### src/verilog/asym_fifo_settings.svh
`ifndef ASYM_FIFO_SETTINGS_SVH
`define ASYM_FIFO_SETTINGS_SVH

// port data widths
`define W_DATA_W 32
`define R_DATA_W 8

// address width in minimum-width words
`define ADDR_W 6

// wide and narrow side of the converter
`define MAXDATA_W ((`W_DATA_W > `R_DATA_W) ? `W_DATA_W : `R_DATA_W)
`define MINDATA_W ((`W_DATA_W > `R_DATA_W) ? `R_DATA_W : `W_DATA_W)

// number of banks and bits to pick one of them
`define RATIO (`MAXDATA_W / `MINDATA_W)
`define RATIO_W ($clog2(`RATIO))

// row address inside each bank
`define MINADDR_W (`ADDR_W - `RATIO_W)

// the wide port addresses rows, the narrow port addresses single words
`define W_ADDR_W ((`W_DATA_W == `MAXDATA_W) ? `MINADDR_W : `ADDR_W)
`define R_ADDR_W ((`R_DATA_W == `MAXDATA_W) ? `MINADDR_W : `ADDR_W)

// minimum words moved by one write or one read
`define W_STEP (`W_DATA_W / `MINDATA_W)
`define R_STEP (`R_DATA_W / `MINDATA_W)

// capacity in minimum words, level needs one extra bit to reach it
`define FIFO_DEPTH (1 << `ADDR_W)
`define LEVEL_W (`ADDR_W + 1)

`endif

### src/verilog/asym_fifo_pkg.sv
package asym_fifo_pkg;

`include "asym_fifo_settings.svh"

   // data words on each side
   typedef logic [`W_DATA_W-1:0] w_data_t;
   typedef logic [`R_DATA_W-1:0] r_data_t;

   // port addresses
   typedef logic [`W_ADDR_W-1:0] w_addr_t;
   typedef logic [`R_ADDR_W-1:0] r_addr_t;

   // one enable bit per bank
   typedef logic [`RATIO-1:0] bank_en_t;

   // RAM row address and full row
   typedef logic [`MINADDR_W-1:0] mem_addr_t;
   typedef logic [`MAXDATA_W-1:0] mem_data_t;

   // fill level, counted in minimum-width words
   typedef logic [`LEVEL_W-1:0] level_t;

endpackage

### src/verilog/ext_mem_if.sv
`timescale 1ns/1ps

interface ext_mem_if import asym_fifo_pkg::*; ();

   // write side of the banked RAM
   bank_en_t  w_en;
   mem_addr_t w_addr;
   mem_data_t w_data;

   // read side, data comes back one cycle after r_en
   bank_en_t  r_en;
   mem_addr_t r_addr;
   mem_data_t r_data;

   // converter drives the RAM
   modport conv (
      output w_en,
      output w_addr,
      output w_data,
      output r_en,
      output r_addr,
      input  r_data
   );

   // RAM side
   modport mem (
      input  w_en,
      input  w_addr,
      input  w_data,
      input  r_en,
      input  r_addr,
      output r_data
   );

endinterface
### src/verilog/asym_converter.sv
`timescale 1ns/1ps
`include "asym_fifo_settings.svh"

module asym_converter import asym_fifo_pkg::*; (
   input  logic    clk_i,
   input  logic    rst_n_i,

   // write port
   input  logic    w_en_i,
   input  w_addr_t w_addr_i,
   input  w_data_t w_data_i,

   // read port
   input  logic    r_en_i,
   input  r_addr_t r_addr_i,
   output r_data_t r_data_o,

   // banked RAM
   ext_mem_if.conv mem
);

   r_data_t r_lane;
   logic    rd_valid_q;

   // the RAM output register holds garbage until the first read
   always_ff @(posedge clk_i) begin
      if (!rst_n_i) begin
         rd_valid_q <= 1'b0;
      end else if (r_en_i) begin
         rd_valid_q <= 1'b1;
      end
   end

   assign r_data_o = rd_valid_q ? r_lane : '0;

   generate
      if (`W_DATA_W > `R_DATA_W) begin : g_write_wider
         logic [`RATIO_W-1:0] lane_q;
         mem_data_t           rd_row;

         // a wide write fills one whole row
         assign mem.w_en   = {`RATIO{w_en_i}};
         assign mem.w_addr = w_addr_i;
         assign mem.w_data = w_data_i;

         // narrow read touches a single bank
         assign mem.r_en   = bank_en_t'(r_en_i) << r_addr_i[`RATIO_W-1:0];
         assign mem.r_addr = r_addr_i[`R_ADDR_W-1:`RATIO_W];

         // lane select lines up with the registered RAM read,
         // held between reads so r_data_o stays put
         always_ff @(posedge clk_i) begin
            if (!rst_n_i) begin
               lane_q <= '0;
            end else if (r_en_i) begin
               lane_q <= r_addr_i[`RATIO_W-1:0];
            end
         end

         assign rd_row = mem.r_data >> (lane_q * `R_DATA_W);
         assign r_lane = rd_row[`R_DATA_W-1:0];

      end else if (`W_DATA_W < `R_DATA_W) begin : g_read_wider
         // narrow write goes into its own lane
         assign mem.w_en   = bank_en_t'(w_en_i) << w_addr_i[`RATIO_W-1:0];
         assign mem.w_addr = w_addr_i[`W_ADDR_W-1:`RATIO_W];
         assign mem.w_data = mem_data_t'(w_data_i) << (w_addr_i[`RATIO_W-1:0] * `W_DATA_W);

         // wide read takes the whole row
         assign mem.r_en   = {`RATIO{r_en_i}};
         assign mem.r_addr = r_addr_i;
         assign r_lane     = mem.r_data;

      end else begin : g_same_width
         assign mem.w_en   = w_en_i;
         assign mem.w_addr = w_addr_i;
         assign mem.w_data = w_data_i;

         assign mem.r_en   = r_en_i;
         assign mem.r_addr = r_addr_i;
         assign r_lane     = mem.r_data;
      end
   endgenerate

endmodule

### src/verilog/asym_fifo_ctrl.sv
`timescale 1ns/1ps
`include "asym_fifo_settings.svh"

module asym_fifo_ctrl import asym_fifo_pkg::*; (
   input  logic    clk_i,
   input  logic    rst_n_i,

   // requests from the user side
   input  logic    w_en_i,
   input  logic    r_en_i,

   // strobes and addresses towards the converter
   output w_addr_t w_addr_o,
   output r_addr_t r_addr_o,
   output logic    w_acc_o,
   output logic    r_acc_o,

   // status
   output logic    w_full_o,
   output logic    r_empty_o,
   output level_t  r_level_o
);

   w_addr_t w_ptr_q;
   r_addr_t r_ptr_q;
   level_t  level_q;
   level_t  level_d;
   level_t  free_words;
   logic    w_acc;
   logic    r_acc;

   // full once the next write would not fit
   assign free_words = level_t'(`FIFO_DEPTH) - level_q;
   assign w_full_o   = (free_words < level_t'(`W_STEP));
   assign r_empty_o  = (level_q < level_t'(`R_STEP));

   // only accepted operations reach the converter
   assign w_acc = w_en_i & ~w_full_o;
   assign r_acc = r_en_i & ~r_empty_o;

   always_comb begin
      level_d = level_q;
      if (w_acc) begin
         level_d = level_d + level_t'(`W_STEP);
      end
      if (r_acc) begin
         level_d = level_d - level_t'(`R_STEP);
      end
   end

   // pointers wrap on their natural width
   always_ff @(posedge clk_i) begin
      if (!rst_n_i) begin
         w_ptr_q <= '0;
      end else if (w_acc) begin
         w_ptr_q <= w_ptr_q + w_addr_t'(1);
      end
   end

   always_ff @(posedge clk_i) begin
      if (!rst_n_i) begin
         r_ptr_q <= '0;
      end else if (r_acc) begin
         r_ptr_q <= r_ptr_q + r_addr_t'(1);
      end
   end

   always_ff @(posedge clk_i) begin
      if (!rst_n_i) begin
         level_q <= '0;
      end else begin
         level_q <= level_d;
      end
   end

   assign w_addr_o  = w_ptr_q;
   assign r_addr_o  = r_ptr_q;
   assign w_acc_o   = w_acc;
   assign r_acc_o   = r_acc;
   assign r_level_o = level_q;

endmodule

### src/verilog/asym_fifo_top.sv
`timescale 1ns/1ps

module asym_fifo_top import asym_fifo_pkg::*; (
   input  logic    clk_i,
   input  logic    rst_n_i,

   // 32-bit write side
   input  logic    w_en_i,
   input  w_data_t w_data_i,
   output logic    w_full_o,

   // 8-bit read side
   input  logic    r_en_i,
   output r_data_t r_data_o,
   output logic    r_empty_o,
   output level_t  r_level_o
);

   w_addr_t w_addr;
   r_addr_t r_addr;
   logic    w_acc;
   logic    r_acc;

   ext_mem_if mem_bus ();

   asym_fifo_ctrl u_ctrl (
      .clk_i     (clk_i),
      .rst_n_i   (rst_n_i),
      .w_en_i    (w_en_i),
      .r_en_i    (r_en_i),
      .w_addr_o  (w_addr),
      .r_addr_o  (r_addr),
      .w_acc_o   (w_acc),
      .r_acc_o   (r_acc),
      .w_full_o  (w_full_o),
      .r_empty_o (r_empty_o),
      .r_level_o (r_level_o)
   );

   asym_converter u_conv (
      .clk_i    (clk_i),
      .rst_n_i  (rst_n_i),
      .w_en_i   (w_acc),
      .w_addr_i (w_addr),
      .w_data_i (w_data_i),
      .r_en_i   (r_acc),
      .r_addr_i (r_addr),
      .r_data_o (r_data_o),
      .mem      (mem_bus.conv)
   );

   banked_ram u_ram (
      .clk_i (clk_i),
      .mem   (mem_bus.mem)
   );

endmodule

### src/verilog/banked_ram.sv
`timescale 1ns/1ps
`include "asym_fifo_settings.svh"

module banked_ram (
   input logic    clk_i,
   ext_mem_if.mem mem
);

   localparam int unsigned ROWS = 2 ** `MINADDR_W;

   // one narrow memory per lane of the wide row
   generate
      for (genvar b = 0; b < `RATIO; b++) begin : g_bank
         logic [`MINDATA_W-1:0] bank_q [ROWS];
         logic [`MINDATA_W-1:0] rd_q;

         always_ff @(posedge clk_i) begin
            if (mem.w_en[b]) begin
               bank_q[mem.w_addr] <= mem.w_data[b*`MINDATA_W +: `MINDATA_W];
            end
         end

         // read register only moves when this bank is read
         always_ff @(posedge clk_i) begin
            if (mem.r_en[b]) begin
               rd_q <= bank_q[mem.r_addr];
            end
         end

         assign mem.r_data[b*`MINDATA_W +: `MINDATA_W] = rd_q;
      end
   endgenerate

endmodule

### config.mk
export PLATFORM = sky130hd
export DESIGN_NAME = asym_fifo_top
export DESIGN_NICKNAME = d
export VERILOG_FILES = /design/src/verilog/asym_fifo_pkg.sv /design/src/verilog/ext_mem_if.sv /design/src/verilog/asym_converter.sv /design/src/verilog/asym_fifo_ctrl.sv /design/src/verilog/asym_fifo_top.sv /design/src/verilog/banked_ram.sv
export VERILOG_INCLUDE_DIRS = /design/src /design/src/verilog
export SDC_FILE = /design/constraint.sdc
export NUM_CORES = 1
export LEC_CHECK = 0
export ABC_AREA = 1
export BUFFER_PORTS_ARGS = -buffer_cell sky130_fd_sc_hd__buf_2
export CAP_MARGIN = 20
export CORE_ASPECT_RATIO = 0.5
export CORE_MARGIN = 10
export CORE_UTILIZATION = 65
export DETAILED_ROUTE_END_ITERATION = 12
export PLACE_DENSITY = 0.82
export SETUP_SLACK_MARGIN = 0.2
export SYNTH_ARGS = -nofsm -noshare
export SYNTH_HDL_FRONTEND = slang
export SYNTH_SLANG_ARGS = --single-unit
### constraint.sdc
create_clock -name clk_i -period 7.7 [get_ports clk_i]
set_clock_uncertainty 0.05 [all_clocks]
set_input_delay 1.54 -clock clk_i [delete_from_list [all_inputs] [get_ports clk_i]]
set_output_delay 1.54 -clock clk_i [all_outputs]
set_load 0.02 [all_outputs]
=== After elaboration in Yosys (flattened, before gate mapping) ===
Memories as Yosys holds them, arrays and structs flattened. A register that Yosys moved wholly into a read port is not among the register bits.
Index checks and enable logic that the tools add are counted.

* Bits in registers: 20
* Memory bits (writable): 512
* Input port bits: 36
* Output and inout bits: 17
* Logic and storage cells: 27
* Memories: 4

{| class="wikitable"
|+ Memory list
! name !! words !! bits a word !! read ports !! clocked after Yosys merged registers in !! write ports !! line !! source
|-
| u_ram.g_bank[0].bank_q || 16 || 8 || 1 || 1 || 1 || banked_ram.sv:14 || <nowiki>logic [`MINDATA_W-1:0] bank_q [ROWS];</nowiki>
|-
| u_ram.g_bank[1].bank_q || 16 || 8 || 1 || 1 || 1 || banked_ram.sv:14 ||
|-
| u_ram.g_bank[2].bank_q || 16 || 8 || 1 || 1 || 1 || banked_ram.sv:14 ||
|-
| u_ram.g_bank[3].bank_q || 16 || 8 || 1 || 1 || 1 || banked_ram.sv:14 ||
|}

* $add $sub $neg: 5
* Magnitude comparators: 2
* Shifts and indexed selects: 2
* Muxes and demuxes: 5
* Bitwise operators: 4

{| class="wikitable"
|+ Operators with widths
! kind !! count
|-
| $shr 32x5->8 || 1
|-
| $mux 7 || 2
|-
| $mux 8 || 1
|-
| $add 7x3->7 const B || 1
|-
| $lt 7x1->1 const B || 1
|-
| $lt 7x3->1 const B || 1
|-
| $sub 7x1->7 const B || 1
|-
| $sub 7x7->7 const A || 1
|-
| $add 6x1->6 const B || 1
|-
| $add 4x1->4 const B || 1
|-
| $shl 1x2->4 || 1
|-
| $and 1x1->1 || 2
|-
| $mux 1 || 2
|-
| $not 1->1 || 2
|}

=== Longest topological paths before layout ===
Gate-level depths: netlist of run 1.

* Depth after elaboration: 7
* Gate-level depth with buffers: 16
* Mapped depth without buffers: 16

=== Modules after synthesis ===
A second synthesis of run 1 with hierarchy kept.

* Cells, all modules: 2505
* Area, all modules: 25263.0 um2

{| class="wikitable"
|+ Modules (own cells, without submodules)
! module !! times used !! cells each !! area an instance (um2) !! sequential area each (um2)
|-
| banked_ram || 1 || 2195 || 23328.6 || 16335.7
|-
| asym_fifo_ctrl || 1 || 155 || 1073.5 || 340.3
|-
| asym_converter || 1 || 155 || 860.8 || 60.1
|}

=== Worst setup path before layout of run 1 ===
Ideal clock, no wire load.

* Path type: input to register
* From: input port w_en_i
* To: memory u_ram.g_bank[0].bank_q[0][0] in the netlist's numbering, enable pin
* Library setup time: 421 ps
* Arrival: 3161 ps
* Required time: 7229 ps
* Path slack: 4068 ps
* Cell stages on the path: 4
* Path buffers: 0
* Cells stage by stage: nand2_4 > inv_2 > nand2_1 > nor2_1

* Longest elaborated chain between the ends: 3

{| class="wikitable"
|+ Ends and longest elaborated chain
! item !! line !! source
|-
| start, declared || asym_fifo_top.sv:8 || <nowiki>input logic w_en_i,</nowiki>
|-
| $and 1x1->1 || asym_fifo_ctrl.sv:38 || <nowiki>assign w_acc = w_en_i & ~w_full_o;</nowiki>
|-
| $mux 1 || banked_ram.sv:18 || <nowiki>if (mem.w_en[b]) begin</nowiki>
|-
| $mux 1 || banked_ram.sv:19 || <nowiki>bank_q[mem.w_addr] <= mem.w_data[b*`MINDATA_W +: `MINDATA_W];</nowiki>
|-
| end, declared || banked_ram.sv:14 ||
|}

Every way passes these cells.

=== Worst setup path after layout of run 1 ===
* From: register u_conv.g_write_wider.lane_q[0]
* To: output port r_data_o[7]

* Longest elaborated chain between the ends: 2

{| class="wikitable"
|+ Ends and longest elaborated chain
! item !! line !! source
|-
| start, declared || asym_converter.sv:38 || <nowiki>logic [`RATIO_W-1:0] lane_q;</nowiki>
|-
| start signal, assigned || asym_converter.sv:56 || <nowiki>lane_q <= r_addr_i[`RATIO_W-1:0];</nowiki>
|-
| $shr 32x5->8 || asym_converter.sv:60 || <nowiki>assign rd_row = mem.r_data >> (lane_q * `R_DATA_W);</nowiki>
|-
| $mux 8 || asym_converter.sv:34 || <nowiki>assign r_data_o = rd_valid_q ? r_lane : '0;</nowiki>
|-
| end, declared || asym_fifo_top.sv:14 || <nowiki>output r_data_t r_data_o,</nowiki>
|}

Every way passes these cells.

==> metrics, run 1 <==
Worst VDD drop=0.000153 V; Detailed Route WL=56100 um; area share of the largest cell type after synthesis=73.8%; flip-flop and latch count after synthesis=564; relative slew slack=about a quarter; Cell Area, Synth=0.0221 mm^2; number of antenna cells inserted=0; wire length the detailed router placed on met1=20300 um; area taken by multi-input logic gates=0.00494 mm^2; Synth async-reset ratio=0%; sequential-to-total area share from yosys stat=75.6%; Synth Instances=roughly 1700; count of final setup violators=0; slew at the pin closest to its max-slew limit=1.15 ns; max-cap check violation count=0; post-route setup TNS=0 ns; residual overflow from global routing=0; highest routing layer actually used=met5; met3 wire len=7950 um; EDFF count, synth=544; share of the clock period used by the worst path=54.2%; fraction of final layout cells sized beyond drive strength 1=10.7%; average instance area after synthesis=13.4 um^2; flop-to-flop setup slack=4.12 ns; cell count after placement=a little over 2000; GR Util All Layers=25.5%; pin count of the biggest net entering global routing=around 150; ranking of synthesized cells by area=sky130_fd_sc_hd__edfxtp_1 (74%), sky130_fd_sc_hd__o21ai_0 (6.4%), sky130_fd_sc_hd__nor2_1 (5.6%), sky130_fd_sc_hd__o221ai_1 (3.8%), sky130_fd_sc_hd__dfxtp_1 (1.8%); layout overhead on the synthesized area=10.9%; ordered list of cells on the worst path=inv_1 > o21ai_0 > a21oi_1 > buf_2; highest clock rate=approximately 240 MHz; number of sinks driven by the clock tree=564; routed via count=14800; initial cell density of the core=between 60% and 70%; Reg clk slew, reported paths=0.07 ns; outcome=complete, no violations; largest incremental delay on the critical path=just under 0.8 ns; count of different cell masters after synthesis=30; Top Family by Delay on Critical Path=flip-flops; Resized cells post-CTS=0; cell internal pwr=5110 uW; Final Slew Violations=0; height of the die=around 150 um; maximum buffer depth of the clock tree=3; Post-CTS Hold Buffers=0; Worst Path Arrival=2.58 ns; number of antenna violations at the first check in global routing=1; Nets=1709; highest fanout seen on the critical path=17; area used by sequential logic in the layout=0.0167 mm^2; endpoints failing hold=0; sum of buffers and inverters on the critical path=2; total placed instance area=0.0228 mm^2; Layout fillers=1840; proportion of power drawn by combinational gates=between 10% and 20%; met2 layer wire length in the routed design=~26000 um; die width=281 um; total net switching power=1820 uW; Final Critical Period=4.17 ns; average detailed-routed wire length per instance=26.2 um; RD Place Congestion=0.867; Sw Ratio=about a quarter; total iterations of the first detailed-routing run=6; number of warnings issued by yosys=0; port bufs=52; via count of the first global-routing pass=14000; Tot Pwr=approximately 6900 uW; CP max stage cell=sky130_fd_sc_hd__dfxtp_1; worst skew pair latency=0.57 ns; worst min-delay path class=reg2reg; number of H-tree branching levels=2; TritonCTS clock tree=done; count of buffers added by post-CTS timing repair for setup=0; area of the core=0.0333 mm^2; most common library cells after synthesis=sky130_fd_sc_hd__edfxtp_1 (544), sky130_fd_sc_hd__nor2_1 (329), sky130_fd_sc_hd__o21ai_0 (282); Synthesized Nets=~1700; primary flip-flop cell chosen by synthesis mapping=sky130_fd_sc_hd__edfxtp_1; first-pass GRT wire length=between 80000 and 90000 um; cell accounting for the most synthesized area=sky130_fd_sc_hd__edfxtp_1; via-per-instance ratio=between 6 and 7; I/O pin cnt=53; Site Rows=47; setup repair after global routing missed its margin=no; DR DRC count=0; Critical Path Sink Type=primary output; number of CTS-inserted buffers=46; required arrival time at the worst endpoint=6.11 ns; Non-Filler Instances=2140; initial detailed-routing violation count=2538; Static Leak=0.00801 uW; DIE AREA=0.0423 mm^2; finished layout cell area=0.0245 mm^2; PD cells=between 200 and 300 mW/mm^2; clock tree root driver cell=sky130_fd_sc_hd__clkbuf_16; sequential share of power=52.7%; share of total power in the clock network=~34%; sort of element at the start of the critical path=register; Detail Route Antenna Nets=0; Worst Path Class, Setup=reg2out; dpl hpwl=29900 um; most frequent cell after synthesis=sky130_fd_sc_hd__edfxtp_1
==> worst paths after layout <==
path                                  startpoint                       to  cells past startpoint
setup / recovery  u_conv.g_write_wider.lane_q[0]              r_data_o[7]                      4
hold / removal                u_ctrl.w_addr_o[2]       u_ctrl.w_addr_o[3]                      2
setup reg to reg              u_ctrl.r_addr_o[2]  u_ram.g_bank[1].rd_q[3]                      7
hold reg to reg               u_ctrl.w_addr_o[2]       u_ctrl.w_addr_o[3]                      2
==> logic make-up (layout without fill, tap and decap cells) <==
kind of cell | after synthesis | count (layout) | synth area share (%)
flops | 564 | 564 | 75.6
fa+ha+maj | 8 | 8 | 0.452
buf+inv | 143 | 192 | 2.60
simple gates | 465 | 465 | 8.44
xor+xnor | 3 | 3 | 0.119
compound gates | 467 | 467 | 12.8
==> per-layer routing <==
metal | GRT usage (%) | vias up
li1 | - | 6231
met1 | 35.3 | 7171
met2 | 40.3 | 1260
met3 | 5.58 | 158
met4 | 8.29 | 2
met5 | 0 | -
==> area by class of cell <==
type                    count  share of cell area, %
flip-flops and latches    564                   68.3
inverters                  30                  0.490
repair buffers             80                   2.85
clock buffers              64                   5.26
well taps                 441                   2.25
clock inverters            18                  0.750
multi-input cells         943                   20.1
==> power by group through the flow <==
stage	registers (uW)	clock network [uW]	logic, uW
2_1_floorplan	3680	0	574
3_3_place_gp	3710	0	820
3_5_place_dp	3710	0	866
4_1_cts	3650	2340	874
5_1_grt	3660	2470	998
6_report	3650	2350	920
==> cell usage in the layout (no fill, tap or decap), types with 2 or more instances in the layout <==
cell and count:
sky130_fd_sc_hd__o211ai_1 32, sky130_fd_sc_hd__nor3_1 2, sky130_fd_sc_hd__nor2_4 16, sky130_fd_sc_hd__clkinv_2 7, sky130_fd_sc_hd__clkinv_1 10, sky130_fd_sc_hd__clkbuf_8 3
sky130_fd_sc_hd__nand2_1 72, sky130_fd_sc_hd__dfxtp_4 3, sky130_fd_sc_hd__buf_12 7, sky130_fd_sc_hd__inv_2 4, sky130_fd_sc_hd__edfxtp_1 544, sky130_fd_sc_hd__inv_1 21
sky130_fd_sc_hd__xor2_1 3, sky130_fd_sc_hd__nor2_2 7, sky130_fd_sc_hd__nand3_1 45, sky130_fd_sc_hd__clkbuf_1 13, sky130_fd_sc_hd__nor2_1 313, sky130_fd_sc_hd__buf_16 7
sky130_fd_sc_hd__nand2_2 4, sky130_fd_sc_hd__clkbuf_16 48, sky130_fd_sc_hd__bufinv_16 4, sky130_fd_sc_hd__inv_6 2, sky130_fd_sc_hd__buf_2 52, sky130_fd_sc_hd__nand2_4 3
sky130_fd_sc_hd__buf_4 14, sky130_fd_sc_hd__o21ai_0 282, sky130_fd_sc_hd__o221ai_1 96, sky130_fd_sc_hd__o21ai_1 4, sky130_fd_sc_hd__a21oi_1 19, sky130_fd_sc_hd__dfxtp_1 17
sky130_fd_sc_hd__o22ai_1 32, sky130_fd_sc_hd__ha_1 8
==> state kept, by name, summed over array words and instances (netlist names) <==
name	count
u_conv.g_write_wider.lane_q	2
u_conv.rd_valid_q	1
u_ctrl.r_addr_o	6
u_ctrl.r_level_o	7
u_ctrl.w_addr_o	4
u_ram.g_bank.bank_q	512
u_ram.g_bank.rd_q	32
==> through the flow <==
stage | hold slack, ns | setup slack [ns] | util (%)
after global routing | 0.547 | 3.40 | 73.7
after detailed placement | 0.481 | 4.02 | 68.5
after global placement | 0.453 | 4.13 | 68.2
after CTS | 0.494 | 3.60 | 72.9
final | 0.528 | 3.53 | 73.7
after floorplan | 0.440 | 4.07 | -
==> worst register-to-register path: stages (launching register included) <==
cell and delay, ns:
sky130_fd_sc_hd__dfxtp_4 0.66, sky130_fd_sc_hd__buf_4 0.86, sky130_fd_sc_hd__buf_4 0.71, sky130_fd_sc_hd__buf_12 0.35, sky130_fd_sc_hd__o21ai_0 0.19, sky130_fd_sc_hd__o221ai_1 0.29
sky130_fd_sc_hd__o211ai_1 0.20, sky130_fd_sc_hd__nand2_1 0.12
(Power assumes the default switching activity.)
==> run 2, diff against run 1 <==
--- a/config.mk
+++ b/config.mk
@@ -11,9 +11,9 @@
 export CAP_MARGIN = 20
 export CORE_ASPECT_RATIO = 0.5
 export CORE_MARGIN = 10
-export CORE_UTILIZATION = 65
+export CORE_UTILIZATION = 62
 export DETAILED_ROUTE_END_ITERATION = 12
-export PLACE_DENSITY = 0.82
+export PLACE_DENSITY = 0.79
 export SETUP_SLACK_MARGIN = 0.2
 export SYNTH_ARGS = -nofsm -noshare
 export SYNTH_HDL_FRONTEND = slang
==> constraint.sdc (replaced) <==
create_clock -name clk_i -period 3.9 [get_ports clk_i]
set_clock_uncertainty 0.05 [all_clocks]
set_input_delay 0.78 -clock clk_i [delete_from_list [all_inputs] [get_ports clk_i]]
set_output_delay 0.78 -clock clk_i [all_outputs]
set_load 0.02 [all_outputs]
==> metrics, run 2 (synthesis gave the netlist of run 1 again) <==
Tot Pwr=13700 uW (was 6930 uW); clock tree root driver cell=sky130_fd_sc_hd__clkbuf_16 (unchanged); Worst Path Arrival=2.48 ns (was 2.58 ns); highest fanout seen on the critical path=17 (unchanged); number of antenna violations at the first check in global routing=1 (unchanged); slack of the critical path=0.591 ns (was 3.53 ns); initial detailed-routing violation count=2502 (was 2538); endpoints failing hold=0 (unchanged); Hold WS=0.509 ns (was 0.528 ns); global routing met3 resource utilization=5.78% (was 5.58%); first-pass GRT wire length=83200 um (was 82500 um); height of the die=154 um (was 150 um); launching instance or port of the critical path=u_conv.g_write_wider.lane_q[0] (unchanged); GR Util All Layers=24.4% (was 25.5%); number of cells on the worst reg-to-reg path=13 (was 7); setup slack after placement=0.813 ns (was 4.02 ns); post-route setup TNS=0 ns (unchanged); PD cells=557 mW/mm^2 (was 282 mW/mm^2); I/O pin cnt=53 (unchanged); max FFs per register=512 (unchanged); layout overhead on the synthesized area=11.2% (was 10.9%); count of final setup violators=0 (unchanged); number of H-tree branching levels=2 (unchanged); port bufs=52 (unchanged); total iterations of the first detailed-routing run=6 (unchanged); Reg clk slew, reported paths=0.07 ns (about the same); number of CTS-inserted buffers=47 (was 46); residual overflow from global routing=0 (unchanged); Final Slew Violations=0 (unchanged); relative slew slack=28.9% (was 23.5%); met2 routing resource usage after global routing=37.5% (was 40.3%); min-delay src=u_ctrl.r_addr_o[1] (was u_ctrl.w_addr_o[2]); Static Leak=0.00806 uW (was 0.00801 uW); global route hottest layer=met2 (unchanged); count of buffers added by post-CTS timing repair for setup=0 (unchanged); worst skew pair latency=0.58 ns (was 0.57 ns); maximum buffer depth of the clock tree=3 (unchanged); Layout fillers=2190 (was 1840); DIE AREA=0.0441 mm^2 (was 0.0423 mm^2); sort of element at the start of the critical path=register (unchanged); Post-CTS Hold Buffers=0 (unchanged); TritonCTS clock tree=done (unchanged); die width=287 um (was 281 um); share of the clock period used by the worst path=between 80% and 90%; dpl hpwl=30200 um (was 29900 um); startpoint of the lowest-slack register-to-register path=u_ctrl.r_level_o[0] (was u_ctrl.r_addr_o[2]); number of sinks driven by the clock tree=564 (unchanged); Final Critical Period=3.31 ns; commonest non-fill, non-tap cells in the layout=sky130_fd_sc_hd__edfxtp_1 (544), sky130_fd_sc_hd__nor2_1 (313), sky130_fd_sc_hd__o21ai_0 (282) (unchanged); met1 routing resource usage after global routing=34.1% (was 35.3%); Worst Path Class, Setup=reg2out (unchanged); via-per-instance ratio=6.62 (was 6.93); max-cap check violation count=0 (unchanged); pin count of the biggest net entering global routing=208 (was 153); area of the core=0.0348 mm^2 (was 0.0333 mm^2); average detailed-routed wire length per instance=25.0 um (was 26.2 um); register name with the most flops=u_ram.g_bank.bank_q (unchanged); Nets=1720 (was 1709); Site Rows=48 (was 47); worst min-delay path class=reg2reg (unchanged); Worst VDD drop=0.000464 V (was 0.000153 V); RD Place Congestion=0.881 (was 0.867); required arrival time at the worst endpoint=3.07 ns (was 6.11 ns); via count of the first global-routing pass=14100 (was 14000); fraction of final layout cells sized beyond drive strength 1=11.5% (was 10.7%); slew at the pin closest to its max-slew limit=1.07 ns (was 1.15 ns); Detailed Route WL=54800 um (was 56100 um); Detail Route Antenna Nets=0 (unchanged); DR DRC count=0 (unchanged); highest clock rate=302 MHz; outcome=complete, no violations (unchanged); cell count of the worst hold path=2 (unchanged); Resized cells post-CTS=0 (unchanged); Critical Path Sink Type=primary output (unchanged); setup repair after global routing missed its margin=no (unchanged); most common cell after layout, fill and taps aside=sky130_fd_sc_hd__edfxtp_1 (unchanged); routed via count=14500 (was 14800); initial cell density of the core=63.5% (was 66.5%)
[run 2: cell count changes in the layout (fill, tap and decap cells not counted)]
| cell | change |
|---|---|
| sky130_fd_sc_hd__buf_12 | +1 |
| sky130_fd_sc_hd__buf_16 | -6 |
| sky130_fd_sc_hd__buf_4 | +15 |
| sky130_fd_sc_hd__bufinv_16 | +1 |
| sky130_fd_sc_hd__clkbuf_1 | -2 |
| sky130_fd_sc_hd__clkbuf_16 | +1 |
| sky130_fd_sc_hd__clkbuf_8 | -1 |
| sky130_fd_sc_hd__clkinv_1 | +2 |
| sky130_fd_sc_hd__clkinv_2 | +4 |
| sky130_fd_sc_hd__clkinvlp_4 | +1 |
| sky130_fd_sc_hd__diode_2 | +1 |
| sky130_fd_sc_hd__inv_6 | -1 |
[run 2: final timing paths]
kind	endpoint	slack, ns
setup reg to reg	u_ram.g_bank[0].bank_q[2][0]	0.76
hold / removal	u_ctrl.r_addr_o[1]	0.51
setup / recovery	r_data_o[4]	0.59
hold reg to reg	u_ctrl.r_addr_o[1]	0.51
[run 2: power breakdown]
part           total [uW]  internal, uW  switching, uW
combinational        1760           493           1270
clock                4750          2670           2080
sequential           7180          7000            183
total               13700         10200           3530
[run 2: layer usage]
metal  share of wire (%)  vias up
li1                    -     6266
met4                 2.9        0
met5                   0        -
met1                  38     7087
met2                  47     1018
met3                  12      129
[run 2: per-stage QoR]
step	util, %	std cells	area (um^2)
after global placement	66.1	2101	23000
final	70.6	2190	24600
after detailed placement	66.2	2102	23100
after floorplan	-	1650	22100
after CTS	70.6	2189	24600
after global routing	70.6	2189	24600
[run 2: worst max-delay path: stages (launching register included)]
cell and delay [ns]:
sky130_fd_sc_hd__dfxtp_1 0.75, sky130_fd_sc_hd__inv_1 0.42, sky130_fd_sc_hd__o21ai_0 0.38, sky130_fd_sc_hd__a21oi_1 0.17, sky130_fd_sc_hd__buf_2 0.19
[run 2: final cells by class]
cell class              instances  area (um^2)  share of cell area, %
diodes                          1         2.50                 0.0102
clock inverters                25          240                  0.977
flip-flops and latches        564        16700                   68.1
inverters                      30          120                  0.488
repair buffers                 90          666                   2.71
well taps                     475          594                   2.42
multi-input cells             943         4940                   20.1
clock buffers                  62         1290                   5.26
==> run 3, diff against run 2 <==
--- a/config.mk
+++ b/config.mk
@@ -6,14 +6,14 @@
 export SDC_FILE = /design/constraint.sdc
 export NUM_CORES = 1
 export LEC_CHECK = 0
-export ABC_AREA = 1
+export ABC_AREA = 0
 export BUFFER_PORTS_ARGS = -buffer_cell sky130_fd_sc_hd__buf_2
 export CAP_MARGIN = 20
 export CORE_ASPECT_RATIO = 0.5
 export CORE_MARGIN = 10
-export CORE_UTILIZATION = 62
+export CORE_UTILIZATION = 56
 export DETAILED_ROUTE_END_ITERATION = 12
-export PLACE_DENSITY = 0.79
+export PLACE_DENSITY = 0.75
 export SETUP_SLACK_MARGIN = 0.2
 export SYNTH_ARGS = -nofsm -noshare
 export SYNTH_HDL_FRONTEND = slang
==> constraint.sdc (replaced) <==
create_clock -name clk_i -period 2.7 [get_ports clk_i]
set_clock_uncertainty 0.05 [all_clocks]
set_input_delay 0.54 -clock clk_i [delete_from_list [all_inputs] [get_ports clk_i]]
set_output_delay 0.54 -clock clk_i [all_outputs]
set_load 0.02 [all_outputs]
==> metrics, run 3 <==
most common cell after layout, fill and taps aside=sky130_fd_sc_hd__edfxtp_1 (unchanged); height of the die=159 um (was 154 um); Nets=1137 (was 1720); Reg clk slew, reported paths=0.08 ns (was 0.07 ns); Synth async-reset ratio=0% (unchanged); Detailed Route WL=54900 um (was 54800 um); sequential-to-total area share from yosys stat=77.0% (was 75.6%); cell accounting for the most synthesized area=sky130_fd_sc_hd__edfxtp_1 (unchanged); share of the clock period used by the worst path=a little over nine tenths; Non-Filler Instances=1652 (was 2190); TritonCTS clock tree=done (unchanged); DIE AREA=0.0476 mm^2 (was 0.0441 mm^2); Worst Path Class, Setup=reg2out (unchanged); register name with the most flops=u_ram.g_bank.bank_q (unchanged); post-route setup TNS=0 ns (unchanged); sum of buffers and inverters on the critical path=2 (unchanged); reg2reg end=u_ctrl.r_level_o[6] (was u_ram.g_bank[0].bank_q[2][0]); Worst Path Arrival=1.97 ns (was 2.48 ns); combinational family with the most area after synthesis=multiplexers (was compound AO/OA/AOI/OAI gates); Top Family by Delay on Critical Path=compound AO/OA/AOI/OAI gates (was flip-flops); count of final setup violators=0 (unchanged); max FFs per register=512 (unchanged); Critical Path Sink Type=primary output (unchanged); Layout fillers=2181 (was 2190); EDFF count, synth=544 (unchanged); worst min-delay path class=in2reg (was reg2reg); fraction of final layout cells sized beyond drive strength 1=39.6% (was 11.5%); commonest non-fill, non-tap cells in the layout=sky130_fd_sc_hd__edfxtp_1 (544), sky130_fd_sc_hd__mux4_2 (168), sky130_fd_sc_hd__clkbuf_16 (53) (was sky130_fd_sc_hd__edfxtp_1 (544), sky130_fd_sc_hd__nor2_1 (313), sky130_fd_sc_hd__o21ai_0 (282)); worst hold endpoint=u_ram.g_bank[2].bank_q[0][5] (was u_ctrl.r_addr_o[1]); sort of element at the start of the critical path=register (unchanged); number of cells on the worst reg-to-reg path=10 (was 13); xor and xnor area share after synthesis=0.587% (was 0.119%); area of the core=0.0378 mm^2 (was 0.0348 mm^2); Post-CTS Hold Buffers=0 (unchanged); number of sinks driven by the clock tree=564 (unchanged); Final Critical Period=2.56 ns; area share of and/or/nand/nor cells after synthesis=2.30% (was 8.44%); via count of the first global-routing pass=10800 (was 14100); number of CTS-inserted buffers=47 (unchanged); primary flip-flop cell chosen by synthesis mapping=sky130_fd_sc_hd__edfxtp_1 (unchanged); flop-to-flop setup slack=0.14 ns (was 0.76 ns); clock tree root driver cell=sky130_fd_sc_hd__clkbuf_16 (unchanged); maximum buffer depth of the clock tree=3 (unchanged); average instance area after synthesis=23.1 um^2 (was 13.4 um^2); Final Slew Violations=0 (unchanged); routed via count=10900 (was 14500); total iterations of the first detailed-routing run=5 (was 6); layout overhead on the synthesized area=18.8% (was 11.2%); GR Util All Layers=22.2% (was 24.4%); Site Rows=50 (was 48); first-pass GRT wire length=77100 um (was 83200 um); pin count of the biggest net entering global routing=34 (was 208); number of antenna violations at the first check in global routing=3 (was 1); DR DRC count=0 (unchanged); Hold WS=0.318 ns (was 0.509 ns); share of the synthesized area in compound gates (AO/OA/AOI/OAI)=1.04% (was 12.8%); most frequent cell after synthesis=sky130_fd_sc_hd__edfxtp_1 (unchanged); cell count of the worst hold path=1 (was 2); relative slew slack=55.6% (was 28.9%); I/O pin cnt=53 (unchanged); Post-Synth Adder-Cell Area=0.460% (was 0.452%); worst skew pair latency=0.57 ns (was 0.58 ns); cell count after placement=1522 (was 2102); most common library cells after synthesis=sky130_fd_sc_hd__edfxtp_1 (544), sky130_fd_sc_hd__mux4_2 (168), sky130_fd_sc_hd__clkbuf_1 (26) (was sky130_fd_sc_hd__edfxtp_1 (544), sky130_fd_sc_hd__nor2_1 (329), sky130_fd_sc_hd__o21ai_0 (282)); port bufs=52 (unchanged); count of different cell masters after synthesis=48 (was 30); Worst VDD drop=0.000439 V (was 0.000464 V); startpoint of the lowest-slack register-to-register path=u_ctrl.r_level_o[1] (was u_ctrl.r_level_o[0]); CP max stage cell=sky130_fd_sc_hd__or3b_4 (was sky130_fd_sc_hd__dfxtp_1); min-delay src=w_data_i[21] (was u_ctrl.r_addr_o[1]); share of synthesized area spent on multiplexers=17.5% (was 0%); largest incremental delay on the critical path=0.40 ns (was 0.75 ns); via-per-instance ratio=6.61 (was 6.62); highest clock rate=~390 MHz; flip-flop and latch count after synthesis=564 (unchanged); Cell Area, Synth=0.0217 mm^2 (was 0.0221 mm^2); initial detailed-routing violation count=1618 (was 2502); Synth Instances=940 (was 1650); Static Leak=0.00808 uW (was 0.00806 uW); Detail Route Antenna Nets=0 (unchanged); PD cells=772 mW/mm^2 (was 557 mW/mm^2); residual overflow from global routing=0 (unchanged); average detailed-routed wire length per instance=33.2 um (was 25.0 um); endpoints failing hold=0 (unchanged); die width=299 um (was 287 um); dpl hpwl=30900 um (was 30200 um); max-cap check violation count=0 (unchanged); area share of the largest cell type after synthesis=75.1% (was 73.8%); fraction of the core area covered by cells at the end of the flow=68.3% (was 70.6%); outcome=complete, no violations (unchanged); ordered list of cells on the worst path=or3b_4 > a211oi_4 > o21ai_4 > inv_4 > buf_6 (was inv_1 > o21ai_0 > a21oi_1 > buf_2); highest fanout seen on the critical path=5 (was 17); slew at the pin closest to its max-slew limit=0.666 ns (was 1.07 ns); RD Place Congestion=0.849 (was 0.881); required arrival time at the worst endpoint=2.11 ns (was 3.07 ns); Synthesized Nets=984 (was 1694); number of H-tree branching levels=2 (unchanged); initial cell density of the core=57.4% (was 63.5%); setup repair after global routing missed its margin=yes (was no); ranking of synthesized cells by area=sky130_fd_sc_hd__edfxtp_1 (75%), sky130_fd_sc_hd__mux4_2 (17%), sky130_fd_sc_hd__dfxtp_1 (1.8%), sky130_fd_sc_hd__and2_1 (0.55%), sky130_fd_sc_hd__ha_1 (0.46%) (was sky130_fd_sc_hd__edfxtp_1 (74%), sky130_fd_sc_hd__o21ai_0 (6.4%), sky130_fd_sc_hd__nor2_1 (5.6%), sky130_fd_sc_hd__o221ai_1 (3.8%), sky130_fd_sc_hd__dfxtp_1 (1.8%)); number of warnings issued by yosys=0 (unchanged)
[run 3: cells by family (layout without fill, tap and decap cells)]
logic type / count (synthesis) / in the layout
DFF: 564 / 564
AOI/OAI and AO/OA: 29 / 29
muxes: 170 / 170
other: 0 / 2
and+or+nand+nor: 97 / 97
adders and majority gates: 8 / 8
xor gates and xnor gates: 13 / 13
buffers and inverters: 59 / 249
[run 3: power by group]
group          internal, uW  switching [uW]
clock                  4140            3090
combinational          1210            1360
sequential             9940             190
[run 3: layout make-up]
class	count	area, um^2	area share, %
clock inverters	27	334	1.29
multi-input cells	317	5030	19.5
flip-flops and latches	564	16800	64.9
clock buffers	59	1280	4.97
repair buffers	152	1700	6.59
inverters	11	51.3	0.199
diodes	2	5.00	0.0194
well taps	520	651	2.52
[run 3: repair_timing]
item,4_1_cts,5_1_grt
pin swaps,9,3
gates cloned,3,6
setup endpoints to repair,357,118
gates resized for setup,41,18
endpoints found under the hold margin,0,0
buffers inserted,23,10
[run 3: worst max-delay path by stage]
| stage | from | endpoint | slack, ns | depth (start not counted) |
|---|---|---|---|---|
| 2_1_floorplan | u_ctrl.r_level_o[1] | u_ram.g_bank[0].bank_q[0][0] | -0.25 | 9 |
| 3_3_place_gp | u_ctrl.r_level_o[1] | u_ram.g_bank[1].bank_q[2][4] | 0.09 | 10 |
| 3_5_place_dp | u_ctrl.r_level_o[1] | u_ram.g_bank[1].bank_q[2][3] | 0.02 | 10 |
| 4_1_cts | u_conv.g_write_wider.lane_q[0] | r_data_o[4] | 0.13 | 4 |
| 5_1_grt | u_ctrl.r_level_o[5] | w_full_o | 0.07 | 5 |
| 6_report | u_ctrl.r_level_o[5] | w_full_o | 0.14 | 5 |
[run 3: per-layer routing]
layer,wire (um),track usage [%]
met1,20600,30.0
met3,5850,6.06
met5,9,0
met2,27000,34.9
met4,1440,6.67
[run 3: through the flow]
step	power, uW	instance area (um^2)	setup WS, ns
2_1_floorplan	11500	22000	-0.250
3_3_place_gp	12200	23500	0.0923
3_5_place_dp	12200	23500	0.0180
4_1_cts	19600	25500	0.134
5_1_grt	20500	25800	0.0746
6_report	19900	25800	0.143
